**config.mk**
```make
export PLATFORM = sky130hd
export DESIGN_NAME = devices
export DESIGN_NICKNAME = d
export VERILOG_FILES = /design/src/hw/msx_pkg.sv /design/src/hw/io_bus_cycle.sv /design/src/hw/dev_ppi.sv /design/src/hw/dev_psg.sv /design/src/hw/dev_tick_timer.sv /design/src/hw/devices.sv
export SDC_FILE = /design/constraint.sdc
export NUM_CORES = 1
export LEC_CHECK = 0
export BUFFER_PORTS_ARGS = -buffer_cell sky130_fd_sc_hd__buf_2
export CAP_MARGIN = 10
export CORE_ASPECT_RATIO = 1.2
export CORE_MARGIN = 3
export CORE_UTILIZATION = 49
export DETAILED_ROUTE_END_ITERATION = 7
export PLACE_DENSITY = 0.67
export SLEW_MARGIN = 5
export SYNTH_ARGS = -nofsm -noshare
export SYNTH_HDL_FRONTEND = slang
export SYNTH_SLANG_ARGS = --single-unit
```
**constraint.sdc**
```tcl
create_clock -name clk -period 3.2 [get_ports clk]
set_input_delay 0.32 -clock clk [delete_from_list [all_inputs] [get_ports clk]]
set_output_delay 0.32 -clock clk [all_outputs]
set_load 0.05 [all_outputs]
```
**src/hw/msx_pkg.sv**
```systemverilog
////////////////////
// MSX I/O device package
// Device bus struct, fixed I/O port numbers and the
// constants shared by the PSG tone channel
////////////////////

package msx_pkg;

    // One access on the shared device bus, valid for a single strobe cycle
    typedef struct packed {
        logic [7:0] port;
        logic [7:0] wdata;
        logic       rd;
        logic       wr;
    } dev_bus_t;

    // PPI ports
    localparam logic [7:0] PORT_PPI_SLOT   = 8'hA8;
    localparam logic [7:0] PORT_PPI_KEYS   = 8'hA9;
    localparam logic [7:0] PORT_PPI_CTRL   = 8'hAA;

    // PSG ports
    localparam logic [7:0] PORT_PSG_ADDR   = 8'hA0;
    localparam logic [7:0] PORT_PSG_WRITE  = 8'hA1;
    localparam logic [7:0] PORT_PSG_READ   = 8'hA2;

    // Tick timer ports
    localparam logic [7:0] PORT_TMR_RELOAD = 8'hE6;
    localparam logic [7:0] PORT_TMR_STATUS = 8'hE7;

    // Read data of a device that is not answering
    // Lets the top level combine all devices with a plain AND
    localparam logic [7:0] IDLE_DATA       = 8'hFF;

    // PSG register whose read returns the joystick lines
    localparam logic [3:0] PSG_JOY_REG     = 4'd14;

    // Volume to amplitude scaling of the tone channel
    localparam int         PSG_AMP_SHIFT   = 8;

endpackage

```
**src/hw/io_bus_cycle.sv**
```systemverilog
////////////////////
// Host bus front end
// Turns a four-phase req/ack handshake into one
// rd or wr strobe on the device bus
////////////////////

`timescale 1ns/1ns

module io_bus_cycle (
    input  logic              clk,
    input  logic              rst_n,
    input  logic              req,
    input  logic              wr,
    input  logic [7:0]        port,
    input  logic [7:0]        wdata,
    output logic              ack,
    output logic [7:0]        rdata,
    output msx_pkg::dev_bus_t bus,
    input  logic [7:0]        dev_rdata
);

    typedef enum logic [1:0] {
        ST_IDLE   = 2'd0,
        ST_STROBE = 2'd1,
        ST_ACK    = 2'd2
    } state_t;

    state_t     state;
    logic [7:0] bus_port;
    logic [7:0] bus_wdata;
    logic       bus_rd;
    logic       bus_wr;

    // Sequencer and strobes
    always_ff @(posedge clk) begin
        if (!rst_n) begin
            state  <= ST_IDLE;
            bus_rd <= 1'b0;
            bus_wr <= 1'b0;
        end else begin
            case (state)
                ST_IDLE: begin
                    if (req) begin
                        state  <= ST_STROBE;
                        bus_rd <= ~wr;
                        bus_wr <= wr;
                    end
                end
                ST_STROBE: begin
                    state  <= ST_ACK;
                    bus_rd <= 1'b0;
                    bus_wr <= 1'b0;
                end
                ST_ACK: begin
                    // Held here as long as the host keeps req high
                    if (!req) begin
                        state <= ST_IDLE;
                    end
                end
                default: state <= ST_IDLE;
            endcase
        end
    end

    // Address and write data captured at the start of the access
    always_ff @(posedge clk) begin
        if (state == ST_IDLE && req) begin
            bus_port  <= port;
            bus_wdata <= wdata;
        end
    end

    // Read data sampled during the read strobe
    always_ff @(posedge clk) begin
        if (bus_rd) begin
            rdata <= dev_rdata;
        end
    end

    assign ack = (state == ST_ACK);
    assign bus = '{port: bus_port, wdata: bus_wdata, rd: bus_rd, wr: bus_wr};

endmodule

```
**src/hw/dev_ppi.sv**
```systemverilog
////////////////////
// PPI device
// Slot configuration register, keyboard row
// select and key beep control
////////////////////

`timescale 1ns/1ns

module dev_ppi (
    input  logic              clk,
    input  logic              rst_n,
    input  msx_pkg::dev_bus_t bus,
    input  logic [7:0]        key_row_data,
    output logic [7:0]        data,
    output logic [7:0]        slot_config,
    output logic [3:0]        kb_row,
    output logic              keybeep
);

    // Port C image, low nibble selects the row and bit 7 drives the beep
    logic [7:0] ctrl;

    always_ff @(posedge clk) begin
        if (!rst_n) begin
            slot_config <= 8'h00;
            ctrl        <= 8'h00;
        end else if (bus.wr) begin
            case (bus.port)
                msx_pkg::PORT_PPI_SLOT: slot_config <= bus.wdata;
                msx_pkg::PORT_PPI_CTRL: ctrl        <= bus.wdata;
                default: ;
            endcase
        end
    end

    assign kb_row  = ctrl[3:0];
    assign keybeep = ctrl[7];

    // Read mux, idle value when the port is not ours
    always_comb begin
        data = msx_pkg::IDLE_DATA;
        if (bus.rd) begin
            case (bus.port)
                msx_pkg::PORT_PPI_SLOT: data = slot_config;
                msx_pkg::PORT_PPI_KEYS: data = key_row_data;
                msx_pkg::PORT_PPI_CTRL: data = ctrl;
                default:                data = msx_pkg::IDLE_DATA;
            endcase
        end
    end

endmodule

```
**src/hw/dev_psg.sv**
```systemverilog
////////////////////
// PSG device
// Sixteen register file, square wave tone on
// channel A and the joystick read register
////////////////////

`timescale 1ns/1ns

module dev_psg (
    input  logic              clk,
    input  logic              rst_n,
    input  msx_pkg::dev_bus_t bus,
    input  logic [5:0]        joy,
    output logic [7:0]        data,
    output logic signed [15:0] sound
);

    logic [3:0]  reg_idx;
    logic [7:0]  regs [16];
    logic [11:0] tone_cnt;
    logic        tone_phase;
    logic [11:0] tone_period;
    logic [3:0]  volume;
    logic signed [15:0] amplitude;

    // Register index and register file
    always_ff @(posedge clk) begin
        if (!rst_n) begin
            reg_idx <= 4'd0;
            for (int i = 0; i < 16; i++) begin
                regs[i] <= 8'h00;
            end
        end else if (bus.wr) begin
            if (bus.port == msx_pkg::PORT_PSG_ADDR) begin
                reg_idx <= bus.wdata[3:0];
            end else if (bus.port == msx_pkg::PORT_PSG_WRITE) begin
                regs[reg_idx] <= bus.wdata;
            end
        end
    end

    // 12 bit period from the fine and coarse tune registers
    assign tone_period = {regs[1][3:0], regs[0]};
    assign volume      = regs[8][3:0];

    // Phase flips every period plus one clocks
    always_ff @(posedge clk) begin
        if (!rst_n) begin
            tone_cnt   <= 12'd0;
            tone_phase <= 1'b0;
        end else if (tone_cnt == 12'd0) begin
            tone_cnt   <= tone_period;
            tone_phase <= ~tone_phase;
        end else begin
            tone_cnt <= tone_cnt - 12'd1;
        end
    end

    assign amplitude = 16'(volume) << msx_pkg::PSG_AMP_SHIFT;

    always_comb begin
        if (volume == 4'd0) begin
            sound = 16'sd0;
        end else if (tone_phase) begin
            sound = amplitude;
        end else begin
            sound = -amplitude;
        end
    end

    // Read port, joystick register has its two top bits tied high
    always_comb begin
        data = msx_pkg::IDLE_DATA;
        if (bus.rd && bus.port == msx_pkg::PORT_PSG_READ) begin
            if (reg_idx == msx_pkg::PSG_JOY_REG) begin
                data = {2'b11, joy};
            end else begin
                data = regs[reg_idx];
            end
        end
    end

endmodule

```
**src/hw/dev_tick_timer.sv**
```systemverilog
////////////////////
// Periodic tick timer
// Reloadable counter that raises a pending flag
// and drives the CPU interrupt
////////////////////

`timescale 1ns/1ns

module dev_tick_timer (
    input  logic              clk,
    input  logic              rst_n,
    input  msx_pkg::dev_bus_t bus,
    output logic [7:0]        data,
    output logic              interrupt
);

    logic [7:0] reload;
    logic [7:0] count;
    logic       enable;
    logic       pending;
    logic       status_rd;

    assign status_rd = bus.rd && (bus.port == msx_pkg::PORT_TMR_STATUS);

    always_ff @(posedge clk) begin
        if (!rst_n) begin
            reload  <= 8'h00;
            count   <= 8'h00;
            enable  <= 1'b0;
            pending <= 1'b0;
        end else begin
            if (bus.wr && bus.port == msx_pkg::PORT_TMR_RELOAD) begin
                reload <= bus.wdata;
                count  <= 8'h00;
            end else if (enable) begin
                // Tick after reload plus one clocks
                if (count == reload) begin
                    count   <= 8'h00;
                    pending <= 1'b1;
                end else begin
                    count <= count + 8'h01;
                end
            end
            if (bus.wr && bus.port == msx_pkg::PORT_TMR_STATUS) begin
                enable <= bus.wdata[0];
            end
            // Status read acknowledges the tick
            if (status_rd) begin
                pending <= 1'b0;
            end
        end
    end

    always_comb begin
        data = msx_pkg::IDLE_DATA;
        if (status_rd) begin
            data = {pending, 6'b000000, enable};
        end else if (bus.rd && bus.port == msx_pkg::PORT_TMR_RELOAD) begin
            data = reload;
        end
    end

    assign interrupt = pending & enable;

endmodule

```
**src/hw/devices.sv**
```systemverilog
////////////////////
// I/O device block
// Bus front end with PPI, PSG and tick timer,
// read data combined by AND
////////////////////

`timescale 1ns/1ns

module devices (
    input  logic              clk,
    input  logic              rst_n,
    input  logic              req,
    input  logic              wr,
    input  logic [7:0]        port,
    input  logic [7:0]        wdata,
    output logic              ack,
    output logic [7:0]        rdata,
    input  logic [7:0]        key_row_data,
    input  logic [5:0]        joy,
    output logic signed [15:0] sound,
    output logic [7:0]        slot_config,
    output logic [3:0]        kb_row,
    output logic              keybeep,
    output logic              cpu_interrupt
);

    msx_pkg::dev_bus_t bus;
    logic [7:0]        dev_rdata;
    logic [7:0]        ppi_data;
    logic [7:0]        psg_data;
    logic [7:0]        tmr_data;

    // Idle devices drive all ones
    assign dev_rdata = ppi_data & psg_data & tmr_data;

    io_bus_cycle i_bus (
        .clk       (clk),
        .rst_n     (rst_n),
        .req       (req),
        .wr        (wr),
        .port      (port),
        .wdata     (wdata),
        .ack       (ack),
        .rdata     (rdata),
        .bus       (bus),
        .dev_rdata (dev_rdata)
    );

    dev_ppi i_ppi (
        .clk          (clk),
        .rst_n        (rst_n),
        .bus          (bus),
        .key_row_data (key_row_data),
        .data         (ppi_data),
        .slot_config  (slot_config),
        .kb_row       (kb_row),
        .keybeep      (keybeep)
    );

    dev_psg i_psg (
        .clk   (clk),
        .rst_n (rst_n),
        .bus   (bus),
        .joy   (joy),
        .data  (psg_data),
        .sound (sound)
    );

    dev_tick_timer i_timer (
        .clk       (clk),
        .rst_n     (rst_n),
        .bus       (bus),
        .data      (tmr_data),
        .interrupt (cpu_interrupt)
    );

endmodule

```
==> results by group <==
Global routing
  – Global routing usage on met3: 0.0315
  – Routing usage on met2: 0.387
  – Initial antenna violation count: 0
  – Met1 Track Usage GR: 0.278
  – GRT busiest layer: met2
  – Gr usage total: 0.219
  – Largest net degree at the start of global routing: 43
  – Grt ovf: 0
  – Vias in the first global route: around 6600
  – First-pass GRT wire length: 37.0 mm

Hold path
  – Worst Hold Class: input pin to flip-flop
  – Hold Crit Endpoint: i_bus.state[1]$_SDFFE_PN0P_
  – HP Start: req
  – WHS Path Cells: 3

Floorplanning
  – Core region area: 19600 um2
  – Die area: ~22000 um2
  – Initial Util: 0.501
  – Row Count: 56
  – DIE WIDTH: between 100 and 150 um
  – Die height: 161 um
  – I/O pin count: 73

Drt
  – TritonRoute pass-1 iters: 5
  – DR iter-0 viols: 520
  – Drt drc: 0
  – Final antenna-violating net count: 0
  – Per-cell routed wire length: approximately 21 um
  – Routed via count: about 6400
  – Routed WL: ~24 mm
  – Vias per cell: approximately 5.6

Logic synthesis
  – Post-synth EDFFs: ~150
  – Yosys reg bits: between 200 and 250
  – Syn avg cell area: between 10 and 15 um2
  – Adder-Cell Fraction of Synth Area: 0.00509
  – Xor and xnor fraction of the mapped netlist area: 0.0196
  – Predominant post-synthesis flop cell: edfxtp_1
  – Post-synthesis compound-gate area fraction: 0.0597
  – Synth Area in Simple Gates: 0.173
  – Largest family of logic cells by synthesized area: simple AND/OR/NAND/NOR gates
  – Ranking of synthesized cells by area: edfxtp_1, dfxtp_1, and2_1
  – Post-synthesis mux area share: 0.121
  – Cell count after synthesis: approximately 800
  – Unique masters post-synth: 50
  – Synthesized area: ~9800 um2
  – FFs w/ async S/R, synth: 0
  – Share of the synthesized area in the top cell type: 0.464
  – Dominant cell type by area after synthesis: edfxtp_1
  – Ys Warns: 0
  – Sequential fraction of the synthesis area: 0.584

Worst setup path
  – CP Launch Type: flip-flop
  – Reg-to-reg critical path endpoint: i_bus.rdata[0]$_DFFE_PP_
  – CP top delay family: flip-flops
  – Reg2Reg Depth: 5
  – Req. time, crit path: about 3.4 ns
  – Setup CP Type: flip-flop to flip-flop
  – Reg2reg setup slack: between 0.2 and 0.3 ns
  – Bufs and invs on worst path: 0
  – WP depth: 5
  – Crit Path Max Fanout: 19
  – Crit path DAT: 3.14 ns
  – CP Cell Sequence: nor2b_1 -> a22oi_1 -> and3_1 -> a2111oi_0 -> a21oi_1
  – Critical path's largest stage delay: 0.94 ns
  – CP Capture Type: flip-flop
  – Slowest CP cell: dfxtp_1

Power
  – Pwr/cell area: 586 nW/um2
  – Total Power: roughly 6.6 mW
  – Clk pwr share: 0.405
  – Int Pwr: roughly 5.0 mW
  – Leak: 4.29 nW
  – Sw frac: 0.250
  – Logic pwr share: 0.114
  – VDD IR-drop max: between 0.0004 and 0.0005 V
  – Sequential share of power: 0.481
  – Sw power: around 1.7 mW

STA
  – Slew Limit Fails: 0
  – Final-report hold violation count: 0
  – Worst-margin pin slew: ~0.96 ns
  – Setup TNS: 0 ns
  – Final period util: 0.915
  – Min Clock Period, post-route: 2.93 ns
  – Fmax: 342 MHz
  – Setup-failing EPs final: 0
  – Relative slew slack: 0.358
  – RSZ-0062 raised after global routing: no
  – Worst Skew: between 0.015 and 0.02 ns

Layout
  – Post-route design area: 11300 um2
  – Synth-to-layout area growth: 15.2%
  – Share of layout cells above drive strength 1: 0.185
  – Ant. Diodes: 0
  – # nets final: about 910
  – Layout fillers: 1627

Clock tree
  – Clk buf depth: 3
  – Clock Sinks: about 210
  – CTS Root Cell: clkbuf_16
  – H-tree depth: 1
  – CTS clk-pin slew, worst paths: ~0.060 ns
  – CTS Buf Count: 22
  – Setup Buffers After CTS: 0
  – CTS tree: built
  – Clk_lat worst skew: 0.50 ns

Placement
  – DP Area: 10400 um2
  – Post-DP HPWL: ~16 mm
  – IO buf count: 64
  – Routability cong.: ~0.85

Run
  – # Max-Cap Violations: 0

Outcome
  – Run status: finished, final reports clean
==> power groups by stage <==
stage | sequential (mW) | combinational, mW | clock (mW)
after floorplan | 3.18 | 0.654 | 0
after global placement | 3.25 | 0.721 | 0
after detailed placement | 3.26 | 0.740 | 0
after CTS | 3.20 | 0.760 | 2.72
after global routing | 3.22 | 0.822 | 2.82
final | 3.20 | 0.755 | 2.69
==> kinds of logic after synthesis <==
| group | Yosys count |
|---|---|
| flip-flops | 211 |
| XOR/XNOR | 22 |
| multiplexers | 95 |
| adder cells (fa/ha/maj) | 4 |
| other | 1 |
| AND/OR/NAND/NOR | 305 |
| AO/OA/AOI/OAI | 84 |
| buffers and inverters | 77 |
==> worst max-delay path by stage <==
stage / endpoint / slack [ns]
after floorplan: sound[13] / 0.86
after global placement: i_bus.rdata[0]$_DFFE_PP_ / 0.52
after detailed placement: i_bus.rdata[0]$_DFFE_PP_ / 0.36
after CTS: i_bus.rdata[0]$_DFFE_PP_ / 0.33
after global routing: i_bus.rdata[0]$_DFFE_PP_ / 0.17
final: i_bus.rdata[0]$_DFFE_PP_ / 0.27
==> registers in the layout (all words and copies together) (netlist names), 2 cells and up, named ones only <==
name,count
i_psg.regs,128
i_psg.tone_cnt,12
i_bus.bus_port,8
i_bus.bus_wdata,8
i_bus.rdata,8
i_ppi.ctrl,8
i_ppi.slot_config,8
i_timer.count,8
i_timer.reload,8
i_psg.reg_idx,4
i_bus.state,2
==> area by class of cell <==
type / count / area (um2) / share of cell area
flip-flops and latches: 211 / 5750 / 0.507
well taps: 261 / 327 / 0.0288
repair buffers: 106 / 688 / 0.0608
clock inverters: 14 / 169 / 0.0149
inverters: 12 / 45.0 / 0.00398
multi-input cells: 518 / 3760 / 0.332
clock buffers: 26 / 587 / 0.0518
==> Yosys cell counts, types with 7 or more instances <==
cell type and number:
nor3_1 15, mux2i_1 64, o21ai_0 14, inv_1 11, xnor2_1 15, o22ai_1 9, buf_1 7, xor2_1 7
nand2b_1 16, clkbuf_1 37, edfxtp_1 152, and2_1 128, buf_4 13, o22a_1 9, a21oi_1 15, mux4_2 18
nor2_1 75, and3_1 16, nand2_1 12, dfxtp_1 59, nor2b_1 13, a22oi_1 16, mux2_2 13
==> layer usage <==
layer  up-vias  wire length, um
li1       3011                -
met1      3145             9640
met2       234            12100
met3        51             1350
met4         0              679
met5         -                0
==> per-stage QoR <==
step                hold WS (ns)   util  setup WS (ns)  std cells
floorplan                  0.419      -          0.856        806
global placement           0.476  0.531          0.520       1092
detailed placement         0.490  0.531          0.362       1092
CTS                      0.00767  0.577          0.330       1147
global route              0.0791  0.577          0.170       1148
finish                    0.0732  0.577          0.272       1148
==> placed cells by master, fill, tap and decap left out, drive strengths merged, types with 3 or more instances in the layout <==
master / Yosys / layout
a2111oi: 5 / 5
mux2i: 64 / 64
dfxtp: 59 / 59
or3: 4 / 4
o22ai: 9 / 9
a22oi: 16 / 16
bufinv: 0 / 4
a211oi: 7 / 7
buf: 28 / 90
xor2: 7 / 7
mux4: 18 / 18
ha: 4 / 4
nand3: 6 / 6
conb: 1 / 8
nand2b: 16 / 16
nand4: 6 / 6
or3b: 3 / 3
edfxtp: 152 / 152
xnor2: 15 / 15
dlygate4sd3: 0 / 16
o21ai: 14 / 14
clkbuf: 37 / 26
o22a: 9 / 9
and2: 128 / 128
nor3: 15 / 15
and3: 16 / 16
mux2: 13 / 13
a21oi: 15 / 15
nor2: 75 / 75
clkinv: 1 / 9
nor2b: 13 / 13
inv: 11 / 11
nand2: 12 / 12
==> tightest hold or removal path, delay by kind of cell <==
kind                   cells  cell delay, ns
AO/OA/AOI/OAI              1            0.05
buffers and inverters      1            0.11
AND/OR/NAND/NOR            1            0.05
==> repair_timing <==
action	4_1_cts	5_1_grt
endpoints found under the setup margin	0	0
gates resized for setup	0	0
hold endpoints to repair	15	1
hold buffers	15	1
No activity file was read; power rests on OpenSTA's default activity.
